===== src/cart_cfg.svh =====
`ifndef CART_CFG_SVH
`define CART_CFG_SVH

// CPU bus and ROM address width, and the bank field sits in the top byte.
`define CART_ADDR_W 24

// the ROM is read a 16-bit word at a time.
`define ROM_DATA_W 16

// save RAM address width.
`define BSRAM_ADDR_W 20

// CPU data bus width.
`define BYTE_W 8

// eight MSU registers start at this address in banks with bit 6 clear.
`define MSU_BASE 16'h2000

// width of the MSU register offset.
`define MSU_OFS_W 3

// version field returned in the low bits of the MSU status byte.
`define MSU_VERSION 3'd1

// track numbers are written as two bytes.
`define TRACK_W 16

`endif

===== src/cart_pkg.sv =====
`include "cart_cfg.svh"

package cart_pkg;

	// cartridge layouts. Value 3 of the header field falls back to LoROM.
	typedef enum logic [1:0] {
		map_lorom   = 2'd0,
		map_hirom   = 2'd1,
		map_exhirom = 2'd2
	} map_type_e;

	// register offsets inside the MSU window.
	// offsets 2 to 7 also read back the ident string.
	typedef enum logic [`MSU_OFS_W-1:0] {
		msu_status   = 3'd0,
		msu_reserved = 3'd1,
		msu_ident_2  = 3'd2,
		msu_ident_3  = 3'd3,
		msu_track_lo = 3'd4,
		msu_track_hi = 3'd5,
		msu_volume   = 3'd6,
		msu_control  = 3'd7
	} msu_reg_e;

	function automatic map_type_e decode_map_type(input logic [`BYTE_W-1:0] rom_type);
		case (rom_type[1:0])
			2'd1: return map_hirom;
			2'd2: return map_exhirom;
			default: return map_lorom;
		endcase
	endfunction

endpackage


===== src/cart_top.sv =====
`include "cart_cfg.svh"

module cart_top (
	input  logic                      mclk,
	input  logic                      arst_n,
	input  logic                      sysclkf_ce,

	input  logic [`CART_ADDR_W-1:0]   ca,
	input  logic                      cpurd_n,
	input  logic                      cpuwr_n,
	input  logic                      romsel_n,
	input  logic [`BYTE_W-1:0]        cpu_do,
	output logic [`BYTE_W-1:0]        cpu_di,

	input  logic [`BYTE_W-1:0]        rom_type,
	input  logic [`CART_ADDR_W-1:0]   rom_mask,
	input  logic [`CART_ADDR_W-1:0]   ram_mask,

	output logic [`CART_ADDR_W-1:0]   rom_addr,
	input  logic [`ROM_DATA_W-1:0]    rom_q,
	output logic                      rom_ce_n,
	output logic                      rom_oe_n,

	output logic [`BSRAM_ADDR_W-1:0]  bsram_addr,
	output logic [`BYTE_W-1:0]        bsram_d,
	input  logic [`BYTE_W-1:0]        bsram_q,
	output logic                      bsram_ce_n,
	output logic                      bsram_oe_n,
	output logic                      bsram_we_n,

	input  logic                      msu_enable,
	output logic [`TRACK_W-1:0]       track_num,
	output logic                      track_request,
	input  logic                      track_mounting,
	input  logic                      track_missing,
	output logic [`BYTE_W-1:0]        volume,
	input  logic                      audio_stop,
	output logic                      audio_repeat,
	output logic                      audio_playing
);

	logic                bsram_sel;
	logic [`BYTE_W-1:0]  map_di;

	rom_mapper u_rom_mapper (
		.ca         (ca),
		.romsel_n   (romsel_n),
		.cpurd_n    (cpurd_n),
		.rom_type   (rom_type),
		.rom_mask   (rom_mask),
		.rom_q      (rom_q),
		.bsram_sel  (bsram_sel),
		.bsram_q    (bsram_q),
		.rom_addr   (rom_addr),
		.rom_ce_n   (rom_ce_n),
		.rom_oe_n   (rom_oe_n),
		.map_di     (map_di)
	);

	bsram_mapper u_bsram_mapper (
		.ca          (ca),
		.romsel_n    (romsel_n),
		.cpurd_n     (cpurd_n),
		.cpuwr_n     (cpuwr_n),
		.cpu_do      (cpu_do),
		.rom_type    (rom_type),
		.ram_mask    (ram_mask),
		.bsram_sel   (bsram_sel),
		.bsram_addr  (bsram_addr),
		.bsram_d     (bsram_d),
		.bsram_ce_n  (bsram_ce_n),
		.bsram_oe_n  (bsram_oe_n),
		.bsram_we_n  (bsram_we_n)
	);

	msu_regs u_msu_regs (
		.mclk            (mclk),
		.arst_n          (arst_n),
		.msu_enable      (msu_enable),
		.ca              (ca),
		.cpuwr_n         (cpuwr_n),
		.sysclkf_ce      (sysclkf_ce),
		.cpu_do          (cpu_do),
		.map_di          (map_di),
		.track_mounting  (track_mounting),
		.track_missing   (track_missing),
		.audio_stop      (audio_stop),
		.cpu_di          (cpu_di),
		.track_num       (track_num),
		.track_request   (track_request),
		.volume          (volume),
		.audio_playing   (audio_playing),
		.audio_repeat    (audio_repeat)
	);

endmodule


===== src/msu_regs.sv =====
`include "cart_cfg.svh"

module msu_regs (
	input  logic                     mclk,
	input  logic                     arst_n,
	input  logic                     msu_enable,
	input  logic [`CART_ADDR_W-1:0]  ca,
	input  logic                     cpuwr_n,
	input  logic                     sysclkf_ce,
	input  logic [`BYTE_W-1:0]       cpu_do,
	input  logic [`BYTE_W-1:0]       map_di,
	input  logic                     track_mounting,
	input  logic                     track_missing,
	input  logic                     audio_stop,

	output logic [`BYTE_W-1:0]       cpu_di,
	output logic [`TRACK_W-1:0]      track_num,
	output logic                     track_request,
	output logic [`BYTE_W-1:0]       volume,
	output logic                     audio_playing,
	output logic                     audio_repeat
);

	import cart_pkg::*;

	localparam logic [15:0] msu_base = `MSU_BASE;

	// ident string read back at offsets 2 to 7 with the first character in the top byte.
	localparam logic [47:0] msu_ident = "S-MSU1";

	logic                msu_sel;
	logic                msu_wr;
	msu_reg_e            reg_ofs;
	logic [`BYTE_W-1:0]  msu_q;

	// the window repeats in every bank with bit 6 clear.
	assign msu_sel = msu_enable & ~ca[22] & (ca[15:3] == msu_base[15:3]);
	assign msu_wr  = msu_sel & ~cpuwr_n & sysclkf_ce;
	assign reg_ofs = msu_reg_e'(ca[`MSU_OFS_W-1:0]);

	always_ff @(posedge mclk or negedge arst_n) begin
		if (!arst_n) begin
			track_num     <= '0;
			track_request <= 1'b0;
			volume        <= '0;
			audio_playing <= 1'b0;
			audio_repeat  <= 1'b0;
		end else begin
			track_request <= 1'b0;

			// a control write in the same cycle overrides the stop pulse.
			if (audio_stop) begin
				audio_playing <= 1'b0;
			end

			if (msu_wr) begin
				case (reg_ofs)
					msu_track_lo: begin
						track_num[7:0] <= cpu_do;
					end
					msu_track_hi: begin
						// the high byte completes the track number and starts the load.
						track_num[15:8] <= cpu_do;
						audio_playing   <= 1'b0;
						track_request   <= 1'b1;
					end
					msu_volume: begin
						volume <= cpu_do;
					end
					msu_control: begin
						audio_playing <= cpu_do[0];
						audio_repeat  <= cpu_do[1];
					end
					default: begin
					end
				endcase
			end
		end
	end

	always_comb begin
		case (reg_ofs)
			msu_status: begin
				msu_q = {1'b0, track_mounting, audio_repeat, audio_playing,
					track_missing, `MSU_VERSION};
			end
			msu_reserved: begin
				msu_q = '0;
			end
			default: begin
				msu_q = msu_ident[8 * (7 - int'(ca[`MSU_OFS_W-1:0])) +: 8];
			end
		endcase
	end

	// MSU reads replace whatever the cartridge returns.
	assign cpu_di = msu_sel ? msu_q : map_di;

	// sysclkf_ce is never high on two mclk edges in a row, so each
	// high-byte write from the CPU gives a single request cycle.
	a_track_req_pulse: assert property (
		@(posedge mclk) disable iff (!arst_n) track_request |=> !track_request
	) else $error("track request held for more than one cycle");

	// a register write must carry known data from the CPU.
	a_wr_data_known: assert property (
		@(posedge mclk) disable iff (!arst_n) msu_wr |-> !$isunknown(cpu_do)
	) else $error("MSU register write with unknown data");

endmodule


===== src/bsram_mapper.sv =====
`include "cart_cfg.svh"

module bsram_mapper (
	input  logic [`CART_ADDR_W-1:0]   ca,
	input  logic                      romsel_n,
	input  logic                      cpurd_n,
	input  logic                      cpuwr_n,
	input  logic [`BYTE_W-1:0]        cpu_do,
	input  logic [`BYTE_W-1:0]        rom_type,
	input  logic [`CART_ADDR_W-1:0]   ram_mask,

	output logic                      bsram_sel,
	output logic [`BSRAM_ADDR_W-1:0]  bsram_addr,
	output logic [`BYTE_W-1:0]        bsram_d,
	output logic                      bsram_ce_n,
	output logic                      bsram_oe_n,
	output logic                      bsram_we_n
);

	import cart_pkg::*;

	map_type_e                 map_type;
	logic [`BYTE_W-1:0]        bank;
	logic                      window;
	logic [`BSRAM_ADDR_W-1:0]  bsram_addr_raw;

	assign map_type = decode_map_type(rom_type);
	assign bank     = ca[`CART_ADDR_W-1:`CART_ADDR_W-`BYTE_W];

	always_comb begin
		if (map_type == map_lorom) begin
			// the lower 32 KB of banks 70-7D and F0-FD.
			window = ~romsel_n & (bank[6:4] == 3'b111) & (bank[3:0] < 4'd14) & ~ca[15];
			bsram_addr_raw = {1'b0, bank[3:0], ca[14:0]};
		end else begin
			// 8 KB at 6000-7FFF in banks 20-3F and A0-BF.
			window = ~bank[6] & bank[5] & (ca[15:13] == 3'b011);
			bsram_addr_raw = {2'b00, bank[4:0], ca[12:0]};
		end
	end

	// a cartridge without save RAM has a zero mask.
	assign bsram_sel  = window & (|ram_mask);
	assign bsram_addr = bsram_addr_raw & ram_mask[`BSRAM_ADDR_W-1:0];
	assign bsram_d    = cpu_do;

	assign bsram_ce_n = ~bsram_sel;
	assign bsram_oe_n = bsram_sel ? cpurd_n : 1'b1;
	assign bsram_we_n = bsram_sel ? cpuwr_n : 1'b1;

endmodule


===== src/rom_mapper.sv =====
`include "cart_cfg.svh"

module rom_mapper (
	input  logic [`CART_ADDR_W-1:0]  ca,
	input  logic                     romsel_n,
	input  logic                     cpurd_n,
	input  logic [`BYTE_W-1:0]       rom_type,
	input  logic [`CART_ADDR_W-1:0]  rom_mask,
	input  logic [`ROM_DATA_W-1:0]   rom_q,
	input  logic                     bsram_sel,
	input  logic [`BYTE_W-1:0]       bsram_q,

	output logic [`CART_ADDR_W-1:0]  rom_addr,
	output logic                     rom_ce_n,
	output logic                     rom_oe_n,
	output logic [`BYTE_W-1:0]       map_di
);

	import cart_pkg::*;

	map_type_e                map_type;
	logic [`BYTE_W-1:0]       bank;
	logic                     rom_access;
	logic [`CART_ADDR_W-1:0]  rom_addr_raw;
	logic [`BYTE_W-1:0]       rom_byte;

	assign map_type = decode_map_type(rom_type);
	assign bank     = ca[`CART_ADDR_W-1:`CART_ADDR_W-`BYTE_W];

	// the save RAM window takes priority over ROM inside the romsel range.
	assign rom_access = ~romsel_n & ~bsram_sel;

	always_comb begin
		case (map_type)
			map_hirom: begin
				rom_addr_raw = {2'b00, bank[5:0], ca[15:0]};
			end
			map_exhirom: begin
				// banks 00-7F map to the upper 4 MB, 80-FF to the lower.
				rom_addr_raw = {1'b0, ~bank[7], bank[5:0], ca[15:0]};
			end
			default: begin
				// A15 only selects the ROM half of each 32 KB page.
				rom_addr_raw = {2'b00, bank[6:0], ca[14:0]};
			end
		endcase
	end

	assign rom_addr = rom_addr_raw & rom_mask;

	assign rom_ce_n = ~rom_access;
	assign rom_oe_n = rom_access ? cpurd_n : 1'b1;

	// A0 picks the byte lane of the 16-bit ROM word.
	assign rom_byte = ca[0] ? rom_q[`ROM_DATA_W-1:`BYTE_W] : rom_q[`BYTE_W-1:0];

	always_comb begin
		if (bsram_sel) begin
			map_di = bsram_q;
		end else if (rom_access) begin
			map_di = rom_byte;
		end else begin
			map_di = '0;
		end
	end

endmodule


===== config.mk =====
export PLATFORM = sky130hd
export DESIGN_NAME = cart_top
export DESIGN_NICKNAME = d
export VERILOG_FILES = /design/src/cart_pkg.sv /design/src/cart_top.sv /design/src/msu_regs.sv /design/src/bsram_mapper.sv /design/src/rom_mapper.sv
export VERILOG_INCLUDE_DIRS = /design/src
export SDC_FILE = /design/constraint.sdc
export NUM_CORES = 1
export LEC_CHECK = 0
export BUFFER_PORTS_ARGS = -buffer_cell sky130_fd_sc_hd__buf_2
export CAP_MARGIN = 15
export CELL_PAD_IN_SITES_DETAIL_PLACEMENT = 0
export CELL_PAD_IN_SITES_GLOBAL_PLACEMENT = 1
export CORE_UTILIZATION = 26
export CTS_CLUSTER_DIAMETER = 50
export DETAILED_ROUTE_END_ITERATION = 16
export PLACE_DENSITY_LB_ADDON = 0.2
export SLEW_MARGIN = 30
export SYNTH_ARGS = -nofsm -noshare
export SYNTH_HDL_FRONTEND = slang
export SYNTH_SLANG_ARGS = --single-unit

===== constraint.sdc =====
create_clock -name mclk -period 5.9 [get_ports mclk]
set_input_delay 1.18 -clock mclk [delete_from_list [all_inputs] [get_ports mclk]]
set_output_delay 1.18 -clock mclk [all_outputs]
set_load 0.01 [all_outputs]

==> impl_metrics.ini, run 1 <==
[synthesis]
avgSynthCellArea_um2 = 9.51
yosysWarningCount = 0
yosysTopAreaCell = dfrtp_1
netlist_instances = 229
synth_edf_count = 0
ys_seq_area_frac = 0.310
synth_cell_types = 46
synth-seq-cells = 27
synth_area_leaders = dfrtp_1 (31%), mux2_1 (13%), and2_1 (8.0%)
synth.most_common_cell = and2_1
synth_top_area_frac = 0.310
syn_area_um2 = 2180
synthTopCellsByCount = and2_1 (28), dfrtp_1 (27), mux2_1 (25), nor2_1 (13), buf_4 (12)
synth-main-ff-cell = dfrtp_1
ys_async_sr_fraction = 1.00

[floorplanning]
start_util = 0.266
boundaryPins = 214
core_um2 = 8180
fp.dieW_um = 93.5
die_h_um = 93.5
num_rows = 33
dieArea_um2 = 8750

[pwr]
intPower_mw = 0.300
p_sw_frac = 0.298
p_switching_mw = 0.127
power_density_nw_per_um2 = 131
power_frac_comb = 0.331
leakagePower_nw = 1.87
power.share.clock = 0.237
ir_drop_uv = 86.2
power_frac_seq = 0.432

[clock_network]
clock-sinks = 27
cts_made_buffers = 3
insertion_delay_ns = 0.26
path_clk_slew_ns = 0.09
htreeDepth = 1
cts_root_buf = clkbuf_8
cts-hold-fix-buffers = 0
cts_tree = built
ctsResizeCount = 0
postCtsSetupBuffers = 0
clock_path_buffers = 2

[placement]
dp_slack_ns = 1.31
portBuffers = 204
gp_congestion = 0.766
hpwlAfterDp_um = 6300

[timing]
relSlewSlack = 0.596
finalClockSkew_ns = 0
min_period_ns = 4.60
rsz0062_at_grt = false
finalSetupTns_ns = 0
setup_viol = 0
period_share = 0.779
maxSlewViolCount = 0
achievable-frequency_ghz = 0.218
tightestPinTransition_ns = 0.606
hold_violations = 0
layout_setup_ws_ns = 1.30

[critical_path]
crit_type = input pin to primary output
r2r_start = u_msu_regs.volume[0]$_DFFE_PN0P_
start_kind = input pin
cp-end-kind = primary output
crit_start = rom_type[0]
crit_required_ns = 4.72
worstPathArrival_ns = 3.42
worst-path-max-fanout = 19

[global_routing]
antenna_found_initial = 0
grt_pass1_vias = 2230
grt_start_max_net_pins = 28
grt_overflow = 0
grt_pass1_wl_um = 11200
grt_util_all_layers = 0.163

[routing]
wl_per_cell_um = 14.2
vias = 2456
ant_nets = 0
drt-total-wl_um = 7480
drc = 0
drtPass1Iterations = 5
vias_per_cell = 4.68
first_iter_violations = 46

[hold_path]
hold_class = flip-flop to flip-flop
hp-start = u_msu_regs.track_num[4]$_DFFE_PN0P_

[finish]
final_layout_size_suffix_gt1_frac = 0.533
n_antenna_cell = 0
nNetsFinal = 545
synthToLayoutAreaGrowth_pct = 49.7
fillers = 855

[run_status]
status = complete, no violations

[run]
maxCapViolCount = 0
-- cell families after synthesis --
group / count (synthesis) / synth area share
DFF: 27 / 0.310
AOI/OAI and AO/OA: 31 / 0.113
and+or+nand+nor: 109 / 0.319
muxes: 36 / 0.180
buffers and inverters: 23 / 0.0649
adders and majority gates: 2 / 0.0115
other: 1 / 0.00172
-- layer usage --
metal	track usage	part of all wire	up-vias	wire, um
li1	-	-	1191	-
met1	0.199	0.42	1149	3120
met2	0.316	0.53	114	3940
met3	0.0171	0.054	2	404
met4	0.0115	0.0025	0	19
met5	0	0	-	0
-- final cells by class --
class,count,area (um^2),share of cell area
inverter,5,18.8,0.00576
timing repair buffer,204,1020,0.313
clock inverter,1,7.51,0.00230
tap,105,131,0.0403
sequential,27,676,0.207
clock buffer,3,41.3,0.0127
multi-input combinational,180,1370,0.419
-- flip-flops by register name, indices dropped and copies added (netlist names) --
| signal | count |
|---|---|
| u_msu_regs.track_request | 1 |
| u_msu_regs.volume | 8 |
| u_msu_regs.audio_playing | 1 |
| u_msu_regs.track_num | 16 |
| u_msu_regs.audio_repeat | 1 |
-- per-stage QoR --
stage	hold slack [ns]	cell area [um^2]	power (mW)	instances	utilization
after global placement	0.463	3210	0.331	521	0.393
after floorplan	0.529	2180	0.255	230	-
after global routing	0.502	3260	0.457	525	0.399
final	0.487	3260	0.427	525	0.399
after detailed placement	0.469	3210	0.332	521	0.393
after CTS	0.490	3260	0.436	525	0.399
-- power by group through the flow --
stage	registers [mW]	clock network (mW)	logic, mW
after global placement	0.189	0	0.143
after CTS	0.185	0.107	0.144
after floorplan	0.189	0	0.0662
after global routing	0.185	0.115	0.157
after detailed placement	0.189	0	0.143
final	0.185	0.101	0.141
-- placed cells by master, fill, tap and decap left out, types with 3 or more instances in the layout --
cell type  synthesis  final
a21boi_0           6      6
a21oi_1            6      6
a21oi_2            6      6
a22oi_1            3      3
and2_1            28     28
buf_2              2    204
clkbuf_8           0      3
dfrtp_1           27     27
inv_1              4      4
mux2_1            25     25
mux2i_1           11     11
nand2_1           10     10
nand2b_1           7      7
nand3_1            3      3
nor2_1            13     13
nor2b_1            7      7
nor3_1             4      4
nor3b_1            3      3
nor4_1             8      8
nor4b_1            3      3
or3_1              5      5
-- worst max-delay path: stages --
cell and delay, ns:
buf_2 0.09, inv_1 0.04, ha_1 0.57, and4b_1 0.28, o2111ai_2 0.17, a31oi_4 0.52, nor4_1 0.13, a211o_1 0.28
buf_2 0.14
-- worst paths after layout --
kind / to / slack [ns] / cells past startpoint
min in group asynchronous: u_msu_regs.track_num[12]$_DFFE_PN0P_ / 0.91 / 1
setup reg to reg: u_msu_regs.volume[0]$_DFFE_PN0P_ / 5.10 / 1
hold reg to reg: u_msu_regs.track_num[4]$_DFFE_PN0P_ / 0.49 / 1
max in group asynchronous: u_msu_regs.track_request$_DFF_PN0_ / 4.59 / 1
hold / removal: u_msu_regs.track_num[4]$_DFFE_PN0P_ / 0.49 / 1
setup / recovery: cpu_di[5] / 1.30 / 9
(Power assumes the default switching activity.)
==> run 2, diff against run 1 <==
- ABC_AREA: not set -> 1
- CORE_UTILIZATION: 26 -> 23
- clock period: 5.9 -> 4.41 ns (I/O delays scaled with it)
==> impl_metrics.ini, run 2 <==
[run]
maxCapViolCount = 0

[clock_network]
postCtsSetupBuffers = 0
cts_tree = built
cts-hold-fix-buffers = 0
clock_path_buffers = 2
ctsResizeCount = 0
clock-sinks = 27
cts_root_buf = clkbuf_8
path_clk_slew_ns = 0.10
htreeDepth = 1
cts_made_buffers = 3
insertion_delay_ns = 0.28

[floorplanning]
num_rows = 37
core_um2 = 10500
start_util = 0.240
boundaryPins = 214
dieArea_um2 = 11300
die_h_um = 107
fp.dieW_um = 107

[timing]
min_period_ns = 3.68
achievable-frequency_ghz = 0.272
setup_viol = 0
finalSetupTns_ns = 0
period_share = 0.834
tightestPinTransition_ns = 0.645
maxSlewViolCount = 0
hold_violations = 0
relSlewSlack = 0.570
finalClockSkew_ns = 0
rsz0062_at_grt = false

[synthesis]
synth_cell_types = 32
syn_area_um2 = 2510
synth_area_leaders = dfrtp_1 (27%), nand2_1 (22%), inv_1 (15%)
synth.most_common_cell = nand2_1
synth_top_area_frac = 0.269
netlist_instances = 441
synthTopCellsByCount = nand2_1 (145), inv_1 (100), nor2_1 (49), dfrtp_1 (27), nand3_1 (27)
yosysWarningCount = 0
synth_edf_count = 0
synth_compound_area_frac = 0.0672
ys_seq_area_frac = 0.269
yosysTopAreaCell = dfrtp_1
synth-main-ff-cell = dfrtp_1
synth_mux_area_frac = 0
synth-adder-area-share = 0.00996
synth_top_family_by_area = simple AND/OR/NAND/NOR gates
synth-seq-cells = 27
ys_async_sr_fraction = 1.00
synth-xor-area-share = 0
synth-simple-area-share = 0.438
avgSynthCellArea_um2 = 5.70

[critical_path]
worst-path-max-fanout = 12
cp-end-kind = primary output
crit_required_ns = 3.53
rr_worst_depth = 4
r2r_setup_slack_ns = 3.62
start_kind = input pin
worstPathArrival_ns = 2.79
crit_type = input pin to primary output
reg2reg_to = u_msu_regs.audio_playing$_DFF_PN0_
r2r_start = u_msu_regs.audio_playing$_DFF_PN0_

[global_routing]
grt_start_max_net_pins = 28
grt_pass1_vias = 2942
antenna_found_initial = 0
grt_util_all_layers = 0.159
grt_overflow = 0
grt_pass1_wl_um = 14500

[finish]
largest_reg_flops = 16
design_area_um2 = 3610
layout_common_cells = buf_2 (204), nand2_1 (145), inv_1 (100)
top_register = u_msu_regs.track_num
n_antenna_cell = 0
nNetsFinal = 754
top_regs = u_msu_regs.track_num: 16 flops, u_msu_regs.volume: 8 flops
synthToLayoutAreaGrowth_pct = 43.6
final_layout_size_suffix_gt1_frac = 0.356
final_common_cell = buf_2

[routing]
first_iter_violations = 105
drc = 0
vias = 3143
ant_nets = 0
vias_per_cell = 4.11
drt-total-wl_um = 9210
wl_per_cell_um = 12.0
drtPass1Iterations = 4

[pwr]
power_frac_seq = 0.405
power.share.clock = 0.243
ir_drop_uv = 110
power_frac_comb = 0.353
power_mw = 0.612
power_density_nw_per_um2 = 170
p_switching_mw = 0.210
leakagePower_nw = 2.29
intPower_mw = 0.402
p_sw_frac = 0.343

[run_status]
status = complete, no violations

[placement]
placed_area_um2 = 3560
hpwlAfterDp_um = 7670
gp_congestion = 0.785
portBuffers = 204

[hold_path]
holdPathStages = 4
hp-start = u_msu_regs.track_num[12]$_DFFE_PN0P_
hold_end = u_msu_regs.track_num[12]$_DFFE_PN0P_
hold_class = flip-flop to flip-flop
[run 2: layer usage]
metal,share of wire,track usage,vias up
met4,0.0051,0.0235,0
met3,0.061,0.0251,5
met1,0.44,0.197,1376
met2,0.49,0.295,98
li1,-,-,1664
met5,0,0,-
[run 2: final cells by class]
class                      instances  area (um^2)
multi-input combinational        290         1300
tap                              136          170
timing repair buffer             204         1020
sequential                        27          676
clock inverter                     1         7.51
inverter                         104          390
clock buffer                       3         41.3
fill                            1233         6860
[run 2: worst max path at each step]
stage	from	endpoint	slack, ns	cells after the start
2_1_floorplan	rom_type[0]	bsram_we_n	1.32	11
3_3_place_gp	rom_type[0]	cpu_di[7]	0.72	12
3_5_place_dp	rom_type[0]	cpu_di[7]	0.71	12
4_1_cts	rom_type[0]	cpu_di[7]	0.70	12
5_1_grt	rom_type[0]	cpu_di[7]	0.50	12
6_report	rom_type[0]	cpu_di[7]	0.73	12
[run 2: power groups by stage]
stage	Combinational (mW)	Clock, mW	Sequential (mW)
3_3_place_gp	0.218	0	0.252
5_1_grt	0.244	0.164	0.247
2_1_floorplan	0.107	0	0.252
4_1_cts	0.220	0.156	0.247
6_report	0.216	0.149	0.247
3_5_place_dp	0.219	0	0.252
[run 2: cells by family after synthesis]
family,after synthesis
AO/OA/AOI/OAI,32
adder cells (fa/ha/maj),2
buffers and inverters,125
flip-flops,27
other,1
AND/OR/NAND/NOR,254
[run 2: stage by stage]
stage,utilization,hold WS [ns],instances,setup slack [ns]
3_3_place_gp,0.340,0.524,761,0.716
5_1_grt,0.345,0.601,765,0.496
3_5_place_dp,0.340,0.530,761,0.707
6_report,0.345,0.553,765,0.734
2_1_floorplan,-,0.577,442,1.32
4_1_cts,0.345,0.557,765,0.704
[run 2: critical path, stage by stage]
cell	delay, ns
buf_2	0.09
inv_1	0.04
ha_1	0.46
inv_1	0.24
nand2_1	0.12
nand2_1	0.09
nor2_4	0.19
nand2_2	0.20
inv_1	0.14
nand2_1	0.06
a21oi_1	0.13
buf_2	0.15
